### src/source/rv_pkg.sv
package rv_pkg;

  localparam int xlen = 32;

  // data, address and instruction words share one width
  typedef logic [xlen-1:0] word_t;
  typedef logic [4:0]      reg_addr_t;
  typedef logic [3:0]      wmask_t;   // one bit per byte lane

  localparam word_t reset_pc = 32'h8000_0000;

  // only the opcodes this core executes
  typedef enum logic [6:0] {
    op_imm = 7'b0010011,
    auipc  = 7'b0010111,
    lui    = 7'b0110111,
    jal    = 7'b1101111,
    jalr   = 7'b1100111,
    load   = 7'b0000011,
    store  = 7'b0100011,
    system = 7'b1110011
  } opcode_e;

  // funct3 for loads and stores
  localparam logic [2:0] f3_b  = 3'b000;
  localparam logic [2:0] f3_h  = 3'b001;
  localparam logic [2:0] f3_w  = 3'b010;
  localparam logic [2:0] f3_bu = 3'b100;
  localparam logic [2:0] f3_hu = 3'b101;

  // first adder operand
  typedef enum logic {
    a_sel_rs1 = 1'b0,
    a_sel_pc  = 1'b1
  } a_sel_e;

  // writeback source
  typedef enum logic [1:0] {
    wb_sel_sum  = 2'd0,
    wb_sel_pc4  = 2'd1,
    wb_sel_load = 2'd2
  } wb_sel_e;

endpackage

### src/source/decode_stage.sv
`timescale 1ns/1ps

module decode_stage import rv_pkg::*; (
  input  word_t      inst,
  output reg_addr_t  rs1_addr,
  output reg_addr_t  rs2_addr,
  output reg_addr_t  rd_addr,
  output word_t      imm,
  output a_sel_e     a_sel,
  output wb_sel_e    wb_sel,
  output logic [2:0] funct3,
  output logic       reg_we,
  output logic       is_load,
  output logic       is_store,
  output logic       jump_taken,
  output logic       is_jalr,
  output logic       halt
);

  opcode_e opcode;
  word_t   imm_i;
  word_t   imm_s;
  word_t   imm_j;
  word_t   imm_u;

  assign opcode = opcode_e'(inst[6:0]);

  // lui reads x0 so the adder passes the immediate straight through
  assign rs1_addr = (opcode == lui) ? 5'd0 : inst[19:15];
  assign rs2_addr = inst[24:20];
  assign rd_addr  = inst[11:7];
  assign funct3   = inst[14:12];

  // immediate formats, all sign extended from bit 31
  assign imm_i = {{20{inst[31]}}, inst[31:20]};
  assign imm_s = {{20{inst[31]}}, inst[31:25], inst[11:7]};
  assign imm_j = {{12{inst[31]}}, inst[19:12], inst[20], inst[30:21], 1'b0};
  assign imm_u = {inst[31:12], 12'h000};

  always_comb begin
    // defaults describe a no-op
    imm        = imm_i;
    a_sel      = a_sel_rs1;
    wb_sel     = wb_sel_sum;
    reg_we     = 1'b0;
    is_load    = 1'b0;
    is_store   = 1'b0;
    jump_taken = 1'b0;
    is_jalr    = 1'b0;
    halt       = 1'b0;
    case (opcode)
      op_imm: begin
        reg_we = 1'b1;           // addi only
      end
      lui: begin
        imm    = imm_u;
        reg_we = 1'b1;
      end
      auipc: begin
        imm    = imm_u;
        a_sel  = a_sel_pc;
        reg_we = 1'b1;
      end
      jal: begin
        imm        = imm_j;
        a_sel      = a_sel_pc;
        wb_sel     = wb_sel_pc4; // link
        reg_we     = 1'b1;
        jump_taken = 1'b1;
      end
      jalr: begin
        wb_sel     = wb_sel_pc4;
        reg_we     = 1'b1;
        jump_taken = 1'b1;
        is_jalr    = 1'b1;
      end
      load: begin
        wb_sel  = wb_sel_load;
        reg_we  = 1'b1;
        is_load = 1'b1;
      end
      store: begin
        imm      = imm_s;
        is_store = 1'b1;
      end
      system: begin
        halt = 1'b1;             // ebreak
      end
      default: begin
      end
    endcase
  end

endmodule

### src/source/exec_stage.sv
`timescale 1ns/1ps

module exec_stage import rv_pkg::*; (
  input  word_t  pc,
  input  word_t  rs1_data,
  input  word_t  imm,
  input  a_sel_e a_sel,
  input  logic   is_jalr,
  output word_t  sum,
  output word_t  jump_target
);

  word_t op_a;

  // one adder covers addi, lui, auipc, addresses and jump targets
  always_comb begin
    case (a_sel)
      a_sel_pc: op_a = pc;
      default:  op_a = rs1_data;
    endcase
  end

  assign sum = op_a + imm;

  // jalr drops bit 0 of its target
  always_comb begin
    if (is_jalr) begin
      jump_target = {sum[xlen-1:1], 1'b0};
    end else begin
      jump_target = sum;
    end
  end

endmodule

### src/source/mem_wb_stage.sv
`timescale 1ns/1ps

module mem_wb_stage import rv_pkg::*; (
  input  word_t      pc,
  input  word_t      sum,
  input  word_t      rs2_data,
  input  logic [2:0] funct3,
  input  logic       is_load,
  input  logic       is_store,
  input  wb_sel_e    wb_sel,
  input  word_t      mem_rdata,
  output word_t      mem_addr,
  output logic       mem_ren,
  output logic       mem_wen,
  output word_t      mem_wdata,
  output wmask_t     mem_wmask,
  output word_t      rd_data
);

  logic [1:0] offset;
  logic [4:0] bit_shift;
  word_t      lane;
  word_t      load_data;

  assign offset    = sum[1:0];
  assign bit_shift = {offset, 3'b000};   // byte offset in bits

  // word aligned address, lane chosen by offset
  assign mem_addr = {sum[xlen-1:2], 2'b00};
  assign mem_ren  = is_load;
  assign mem_wen  = is_store;

  // store data moves up into its byte lane
  assign mem_wdata = rs2_data << bit_shift;

  always_comb begin
    mem_wmask = 4'b0000;
    if (is_store) begin
      case (funct3)
        f3_b: mem_wmask = 4'b0001 << offset;
        f3_h: begin
          if (!offset[0]) begin
            mem_wmask = 4'b0011 << offset;
          end
        end
        f3_w: begin
          if (offset == 2'd0) begin
            mem_wmask = 4'b1111;
          end
        end
        default: mem_wmask = 4'b0000;
      endcase
    end
  end

  // selected lane lands in the low bits
  assign lane = mem_rdata >> bit_shift;

  always_comb begin
    case (funct3)
      f3_b:    load_data = {{24{lane[7]}}, lane[7:0]};
      f3_h:    load_data = {{16{lane[15]}}, lane[15:0]};
      f3_bu:   load_data = {24'h000000, lane[7:0]};
      f3_hu:   load_data = {16'h0000, lane[15:0]};
      f3_w:    load_data = lane;
      default: load_data = lane;
    endcase
  end

  // writeback source
  always_comb begin
    case (wb_sel)
      wb_sel_pc4:  rd_data = pc + 32'd4;
      wb_sel_load: rd_data = load_data;
      default:     rd_data = sum;
    endcase
  end

endmodule

### src/source/pc_stage.sv
`timescale 1ns/1ps

module pc_stage import rv_pkg::*; (
  input  logic  clk,
  input  logic  rst_n,
  input  logic  halt,
  input  logic  jump_taken,
  input  word_t jump_target,
  output word_t pc
);

  word_t pc_q;
  word_t pc_next;

  // sequential next pc unless a jump or a halt says otherwise
  always_comb begin
    if (jump_taken) begin
      pc_next = jump_target;
    end else if (halt) begin
      pc_next = pc_q;            // ebreak parks the core here
    end else begin
      pc_next = pc_q + 32'd4;
    end
  end

  always_ff @(posedge clk or negedge rst_n) begin
    if (!rst_n) begin
      pc_q <= reset_pc;
    end else begin
      pc_q <= pc_next;
    end
  end

  assign pc = pc_q;

endmodule

### src/source/reg_file.sv
`timescale 1ns/1ps

module reg_file import rv_pkg::*; (
  input  logic      clk,
  input  logic      rst_n,
  input  logic      we,
  input  reg_addr_t waddr,
  input  word_t     wdata,
  input  reg_addr_t raddr1,
  input  reg_addr_t raddr2,
  output word_t     rdata1,
  output word_t     rdata2
);

  word_t regs [32];

  always_ff @(posedge clk or negedge rst_n) begin
    if (!rst_n) begin
      for (int i = 0; i < 32; i++) begin
        regs[i] <= '0;
      end
    end else if (we && (waddr != 5'd0)) begin
      regs[waddr] <= wdata;      // x0 never written
    end
  end

  // combinational reads, x0 hardwired
  always_comb begin
    if (raddr1 == 5'd0) begin
      rdata1 = '0;
    end else begin
      rdata1 = regs[raddr1];
    end
  end

  always_comb begin
    if (raddr2 == 5'd0) begin
      rdata2 = '0;
    end else begin
      rdata2 = regs[raddr2];
    end
  end

endmodule

### src/source/rv_core.sv
`timescale 1ns/1ps

module rv_core import rv_pkg::*; (
  input  logic   clk,
  input  logic   rst_n,
  input  word_t  inst,
  input  word_t  mem_rdata,
  output word_t  pc,
  output word_t  mem_addr,
  output logic   mem_ren,
  output logic   mem_wen,
  output word_t  mem_wdata,
  output wmask_t mem_wmask,
  output logic   halt
);

  reg_addr_t  rs1_addr;
  reg_addr_t  rs2_addr;
  reg_addr_t  rd_addr;
  word_t      imm;
  a_sel_e     a_sel;
  wb_sel_e    wb_sel;
  logic [2:0] funct3;
  logic       reg_we;
  logic       is_load;
  logic       is_store;
  logic       jump_taken;
  logic       is_jalr;
  word_t      rs1_data;
  word_t      rs2_data;
  word_t      sum;
  word_t      jump_target;
  word_t      rd_data;

  pc_stage u_pc (
    .clk(clk), .rst_n(rst_n), .halt(halt),
    .jump_taken(jump_taken), .jump_target(jump_target), .pc(pc)
  );

  decode_stage u_decode (
    .inst(inst), .rs1_addr(rs1_addr), .rs2_addr(rs2_addr), .rd_addr(rd_addr),
    .imm(imm), .a_sel(a_sel), .wb_sel(wb_sel), .funct3(funct3),
    .reg_we(reg_we), .is_load(is_load), .is_store(is_store),
    .jump_taken(jump_taken), .is_jalr(is_jalr), .halt(halt)
  );

  // writeback closes the loop here
  reg_file u_regs (
    .clk(clk), .rst_n(rst_n), .we(reg_we), .waddr(rd_addr), .wdata(rd_data),
    .raddr1(rs1_addr), .raddr2(rs2_addr), .rdata1(rs1_data), .rdata2(rs2_data)
  );

  exec_stage u_exec (
    .pc(pc), .rs1_data(rs1_data), .imm(imm), .a_sel(a_sel),
    .is_jalr(is_jalr), .sum(sum), .jump_target(jump_target)
  );

  mem_wb_stage u_mem_wb (
    .pc(pc), .sum(sum), .rs2_data(rs2_data), .funct3(funct3),
    .is_load(is_load), .is_store(is_store), .wb_sel(wb_sel),
    .mem_rdata(mem_rdata), .mem_addr(mem_addr), .mem_ren(mem_ren),
    .mem_wen(mem_wen), .mem_wdata(mem_wdata), .mem_wmask(mem_wmask),
    .rd_data(rd_data)
  );

endmodule

### config.mk
export PLATFORM = sky130hd
export DESIGN_NAME = rv_core
export DESIGN_NICKNAME = d
export VERILOG_FILES = /design/src/source/rv_pkg.sv /design/src/source/decode_stage.sv /design/src/source/exec_stage.sv /design/src/source/mem_wb_stage.sv /design/src/source/pc_stage.sv /design/src/source/reg_file.sv /design/src/source/rv_core.sv
export SDC_FILE = /design/constraint.sdc
export NUM_CORES = 2
export LEC_CHECK = 0
export BUFFER_PORTS_ARGS = -buffer_cell sky130_fd_sc_hd__buf_2
export CAP_MARGIN = 15
export CORE_ASPECT_RATIO = 1.1
export CORE_UTILIZATION = 45
export CTS_CLUSTER_DIAMETER = 100
export DETAILED_ROUTE_END_ITERATION = 10
export GPL_ROUTABILITY_DRIVEN = 0
export GPL_TIMING_DRIVEN = 0
export SYNTH_ARGS = -nofsm -noshare
export SYNTH_HDL_FRONTEND = slang
export SYNTH_HIERARCHICAL = 1
export SYNTH_SLANG_ARGS = --single-unit
### constraint.sdc
create_clock -name clk -period 13.67 [get_ports clk]
set_clock_uncertainty 0.15 [all_clocks]
set_input_delay 2.734 -clock clk [delete_from_list [all_inputs] [get_ports clk]]
set_output_delay 2.734 -clock clk [all_outputs]
set_load 0.02 [all_outputs]
# Word level (Yosys, flattened, before mapping)
# Index checks and enable logic that the tools add are counted.
dict set report op_classes {
  add_sub_neg 2
  muxes 31
  reduce_logical 11
  n_eq_ne 15
  n_lt_le_gt_ge 4
  shifts 4
  bitwise 3
}
# op count
set op_table {}
lappend op_table {{$bwmux W1024} 1}
lappend op_table {{$bmux W32 S5} 2}
lappend op_table {{$mux W32} 10}
lappend op_table {{$demux W32 S5} 1}
lappend op_table {{$pmux W32 S4} 1}
lappend op_table {{$pmux W31 S3} 1}
lappend op_table {{$pmux W32 S2} 1}
lappend op_table {{$add A32 B3 Y32 const B} 1}
lappend op_table {{$add A32 B32 Y32} 1}
lappend op_table {{$shl A32 B5 Y32} 1}
lappend op_table {{$shr A32 B5 Y32} 1}
lappend op_table {{$eq A7 B7 Y1 const B} 3}
lappend op_table {{$ge A6 B6 Y1 const B} 3}
lappend op_table {{$not A5 Y6} 3}
lappend op_table {{$eq A7 B5 Y1 const B} 2}
lappend op_table {{$eq A7 B6 Y1 const B} 2}
lappend op_table {{$mux W4} 3}
lappend op_table {{$pmux W4 S3} 1}
lappend op_table {{$logic_not A5 Y1} 2}
lappend op_table {{$mux W1} 8}
lappend op_table {{$eq A7 B2 Y1 const B} 1}
lappend op_table {{$eq A3 B3 Y1 const B} 2}
lappend op_table {{$lt A6 B1 Y1 const B} 1}
lappend op_table {{$reduce_or A2 Y1} 3}
lappend op_table {{other kinds (14)} 15}
dict set report totals {
  ff_bits 1056
  output_inout_bits 103
  wordCells 103
  input_bits 66
}

# Longest topological paths before layout
dict set report logic_depth {
  word_depth 13
  mapped_depth 28
  ltp_nobuf 21
}

# Modules after synthesis
# The synthesis kept the hierarchy.
# module n_inst seq_area_each_um2 area_each_um2 cells_per_inst
set modules_own_cells {}
lappend modules_own_cells {reg_file 1 25624.6 54357.1 3621}
lappend modules_own_cells {mem_wb_stage 1 0.0 2592.5 405}
lappend modules_own_cells {exec_stage 1 0.0 2270.9 300}
lappend modules_own_cells {pc_stage 1 802.0 1853.0 204}
lappend modules_own_cells {decode_stage 1 0.0 589.3 82}

# Worst setup path before layout
# OpenSTA, ideal clock, no wires.
dict set report synth_path {
  path_kind {in2out}
  startpoint {input port inst[6]}
  endpoint {output port mem_wmask[0]}
  n_path_buf 8
  stages 19
  path_slack_ns 3.112
  required_ns 10.786
  t_arrival_ns 7.674
  cell_sequence {buf_2 -> nor4_4 -> buf_4 -> nand2_1 -> and2_1 -> buf_2 -> buf_2 -> mux4_2 -> mux2_2 -> o21ai_0 -> a311oi_1 -> mux2_2 -> ha_1 -> fa_1 -> buf_4 -> buf_2 -> buf_1 -> clkbuf_1 -> a2111oi_0}
}
dict set report synth_via {
  elab_chain_cells 13
  word_cells_on_any_way 25
  classes_between {1 x add/sub; 4 x eq/ne; 2 x shift; 13 x mux; 1 x bitwise; 4 x reduce/logical}
}
# element line
set synth_lines {}
lappend synth_lines {{start: declaration} rv_core.sv:6} ;# input word_t inst,
lappend synth_lines {{$eq A7 B6 Y1 (*)} decode_stage.sv:29} ;# assign rs1_addr = (opcode == lui) ? 5'd0 : inst[19:15];
lappend synth_lines {{$mux W5 (*)} decode_stage.sv:29}
lappend synth_lines {{net rs1_addr[1]} rv_core.sv:17} ;# reg_addr_t rs1_addr;
lappend synth_lines {{$not A5 Y6 (implied by the code)} reg_file.sv:32} ;# rdata1 = regs[raddr1];
lappend synth_lines {{$bmux W32 S5} reg_file.sv:32}
lappend synth_lines {{$mux W32 (implied by the code) (2 in series)} reg_file.sv:32}
lappend synth_lines {{$mux W32 (*)} reg_file.sv:29} ;# if (raddr1 == 5'd0) begin
lappend synth_lines {{net rs1_data[0]} rv_core.sv:29} ;# word_t rs1_data;
lappend synth_lines {{$mux W32 (*)} exec_stage.sv:17} ;# case (a_sel)
lappend synth_lines {{$add A32 B32 Y32 (*)} exec_stage.sv:23} ;# assign sum = op_a + imm;
lappend synth_lines {{net jump_target[1]} rv_core.sv:32} ;# word_t jump_target;
lappend synth_lines {{$shl A2 B2 Y4 or $logic_not A2 Y1 (tied branches)} {mem_wb_stage.sv:43, mem_wb_stage.sv:47}}
lappend synth_lines {{$mux W4, on equally long branches} {mem_wb_stage.sv:42, mem_wb_stage.sv:47}}
lappend synth_lines {{$pmux W4 S3 (*)} mem_wb_stage.sv:39} ;# case (funct3)
lappend synth_lines {{$mux W4 (*)} mem_wb_stage.sv:38} ;# if (is_store) begin
lappend synth_lines {{end: declaration} rv_core.sv:13} ;# output wmask_t mem_wmask,
# The timed path passes the listed nets; every way through them passes the cells marked *. The select of a mux whose other input is x is not followed.

# Worst setup path in the final report
dict set report layout_path {
  startpoint {input port inst[0]}
  endpoint {output port mem_addr[31]}
}
dict set report layout_via {
  elab_chain_cells 9
  word_cells_on_any_way 17
  classes_between {1 x add/sub; 4 x eq/ne; 8 x mux; 1 x bitwise; 3 x reduce/logical}
}
# element line
set layout_lines {}
lappend layout_lines {{$eq A7 B6 Y1 (*)} decode_stage.sv:29}
lappend layout_lines {{$mux W5 (*)} decode_stage.sv:29}
lappend layout_lines {{net rs1_addr[4]} rv_core.sv:17}
lappend layout_lines {{$not A5 Y6 (implied by the code)} reg_file.sv:32}
lappend layout_lines {{$bmux W32 S5} reg_file.sv:32}
lappend layout_lines {{$mux W32 (implied by the code) (2 in series)} reg_file.sv:32}
lappend layout_lines {{$mux W32 (*)} reg_file.sv:29}
lappend layout_lines {{net rs1_data[0]} rv_core.sv:29}
lappend layout_lines {{$mux W32 (*)} exec_stage.sv:17}
lappend layout_lines {{$add A32 B32 Y32 (*)} exec_stage.sv:23}
lappend layout_lines {{end: declaration} rv_core.sv:9} ;# output word_t mem_addr,
# Marks and branches as above.

==> reports/results.ini <==
[critical_path]
crit_chain=buf_2, nand3_1, nor4_4, buf_4, nand2_1, and2_1, clkbuf_1, or2_2, clkbuf_1, buf_1, o21ai_0, a311oi_1, mux2_2, ha_1, a211oi_1, o21bai_1, o21ai_0, o21ai_1, o311ai_1, mux2i_1, xnor2_1, buf_4, buf_4, buf_2
cp.arrival_ns=10.97
cp_slowest_cell=buf_1
crit_fanout=10
critPathKind=in -> out
required_ns=10.79
worst_setup_path_end_kind=primary output
startpoint_type=input pin
crit_top_cell=buf_4
max_stage_delay_ns=0.87

[synthesis]
synthFlopType=dfrtp_1
synth-seq-cells=1056
avgSynthCellArea_sq_um=13.37
synth.cell_area_sq_um=61660
ys_warn_count=6
synth.distinct_cells=84
synth_enable_flop_cells=0
synthArstFlopShare_pct=100.0
postSynthCellCount=4612
synth_seq_area_share_pct=42.86

[route]
postRouteAntennaNets=0
vias=47180
route.detailed.drc=0
drt_first_pass_iters=8
drtIter0Drc=6223
post_drt_wl_per_cell_um=38.10
routed_via_density=6.911
drt_wl_total_mm=260.1

[power]
pwr-share-comb_pct=25.6
leakage_nw=31.36
p_per_area_nw_per_um2=136.5
vdd_ir_drop_max_v=0.0001376
power.total_mw=9.440
internal-power_mw=6.212
seq_power_share_pct=40.1
swShare_pct=34.20
p_clk_share_pct=34.3
p_switching_mw=3.229

[global_route]
grt_max_degree=162
grt_pass1_vias=45700
grt_pass1_wl_mm=359.7
grt_overflow=0
grt_use_total_pct=37.32
antenna_found_initial=16

[sta]
worst_slack_ns=-0.1879
finalHoldViolations=0
hold_slack_ns=0.3238
setup_viol=7
layout_min_cycle_time_ns=13.86
rsz0062_at_grt=yes
slew_viol_final=0
worstMarginPinSlew_ns=1.431
period_share_pct=101.4
relSlewSlack_pct=3.596
max_freq_ghz=0.07216

[cts]
clk_pin_slew_ns=0.06
cts_sinks=1056
htreeDepth=3
root_buffer=clkbuf_16
clockBufferDepth=3
cts_tree=yes
cts_buffers=112
clk_latency_ns=0.76
cts_setup_buffers=0

[finish]
area.growth.synth_to_final_pct=12.17
post-route-util_pct=50.82
nets=5029
drive_gt1_share_pct=44.84

[floorplanning]
die-area_sq_um=138500
start_util_pct=45.31
die_h_um=390.2
pin_count=169
core-area_sq_um=136100
dieWidth_um=354.9
num_rows=142

[status]
status=finished, violations left
violations=negative setup slack

[worst_hold_path]
hold_class=reg -> reg

[place]
port_buffers=165
hpwl_mm=192.8

[run]
maxCapViolCount=0

[cell type report]
class                   count  area (sq um)
flip-flops and latches   1056         26430
diodes                      7         17.52
well taps                1800          2252
plain buffers             571          2813
multi-input cells        2960         32390
repair buffers            200          1314
inverters                  26         97.59
fillers                 11920         66930
clock buffers             167          3392
clock inverters            40         469.2
[Yosys cell counts (25+ instances only)]
library cell,instances,area [sq um]
clkbuf_1,264,991.0
buf_4,113,848.3
xnor2_1,40,350.3
dfrtp_1,1055,26400
buf_2,180,900.9
mux4_2,449,10110
nor2_1,74,277.8
xor2_1,28,245.2
o21ai_0,169,845.8
mux2i_1,165,1652
nand2_1,131,491.7
a22oi_1,73,548.0
a211oi_1,80,600.6
nand3_1,33,165.2
a21oi_1,58,290.3
ha_1,35,437.9
inv_1,25,93.84
a221oi_1,50,437.9
a21o_1,38,285.3
a311oi_1,65,569.3
mux2_2,1085,12220
nor2b_1,93,581.8
[metrics by stage]
stage | std cells | area (sq um) | TNS, ns | worst slack (ns)
final | 6827 | 69170 | -0.7209 | -0.1879
after global routing | 6820 | 69150 | 0 | 0.007281
after CTS | 6814 | 69080 | 0 | 0.07720
after detailed placement | 6607 | 65220 | -0.1881 | -0.1881
after global placement | 6578 | 64740 | - | -14.39
after floorplan | 4613 | 61670 | 0 | 3.112
[registers in the layout, summed over array words and instances, names as in the netlist]
register,cells
u_regs/regs,1024
u_pc/pc,32
[critical path, delay by kind of cell]
family,cells,cell delay [ns]
muxes,2,0.52
and+or+nand+nor,5,0.93
buffers and inverters,8,2.88
adders and majority gates,1,0.31
AOI/OAI and AO/OA,7,3.11
xor gates and xnor gates,1,0.44
[power by group through the flow]
| stage | clock network, mW | registers, mW | logic [mW] |
|---|---|---|---|
| 2_1_floorplan | 0 | 3.73 | 1.36 |
| 3_3_place_gp | 0 | 3.81 | 2.26 |
| 3_5_place_dp | 0 | 3.82 | 2.31 |
| 4_1_cts | 3.26 | 3.77 | 2.31 |
| 5_1_grt | 3.38 | 3.82 | 2.49 |
| 6_report | 3.23 | 3.79 | 2.42 |
[path summary, 6_finish.rpt]
kind / start / to / slack, ns / depth (start not counted)
max reg2reg: u_regs/regs[900]$_DFFE_PN0P_ / u_regs/regs[798]$_DFFE_PN0P_ / 5.82 / 18
min reg2reg: u_regs/regs[998]$_DFFE_PN0P_ / u_regs/regs[998]$_DFFE_PN0P_ / 0.32 / 1
min in group asynchronous: rst_n / u_pc/pc[2]$_DFFE_PN0N_ / 1.74 / 1
max in group asynchronous: rst_n / u_regs/regs[566]$_DFFE_PN0P_ / 9.02 / 4
min: u_regs/regs[998]$_DFFE_PN0P_ / u_regs/regs[998]$_DFFE_PN0P_ / 0.32 / 1
max: inst[0] / mem_addr[31] / -0.19 / 24
[metal layers]
| metal | vias up | wire length (um) | GRT usage, % |
|---|---|---|---|
| met4 | 8 | 23570 | 27.91 |
| met1 | 24540 | 95110 | 45.96 |
| met2 | 3348 | 112100 | 54.91 |
| li1 | 18290 | - | - |
| met5 | - | 43 | 0 |
| met3 | 998 | 29340 | 11.80 |
[cell usage in the layout, fill, tap and decap left out, types with 13 or more instances in the layout]
cell       instances
mux2_2          1085
dfrtp_1         1055
mux4_2           449
buf_2            349
clkbuf_1         279
o21ai_0          168
mux2i_1          165
nand2_1          131
buf_4            121
clkbuf_16        114
nor2b_1           93
a211oi_1          80
nor2_1            74
a22oi_1           73
a311oi_1          59
a21oi_1           58
a221oi_1          50
xnor2_1           40
a21o_1            38
clkbuf_8          35
ha_1              35
nand3_1           33
xor2_1            28
inv_1             25
a31oi_1           22
nor3_1            21
clkinv_2          20
nand4_1           20
o2111ai_1         19
and2_1            17
or4_1             15
nand2b_1          13
[cells by family (layout without fill, tap and decap cells)]
kind of cell,after synthesis,count (layout),synth area share [%]
buffers and inverters,597,1004,4.714
AND/OR/NAND/NOR,484,484,4.221
XOR/XNOR,68,68,0.9659
multiplexers,1709,1709,39.07
adder cells (fa/ha/maj),36,36,0.7427
AO/OA/AOI/OAI,661,661,7.420
flip-flops,1056,1056,42.86
other,1,9,0.006081
[repair_timing]
item,4_1_cts,5_1_grt
gates resized for setup,1,6
setup endpoints to repair,1,10
cloned,0,0
hold buffers,0,0
No activity file was read; power rests on OpenSTA's default activity.
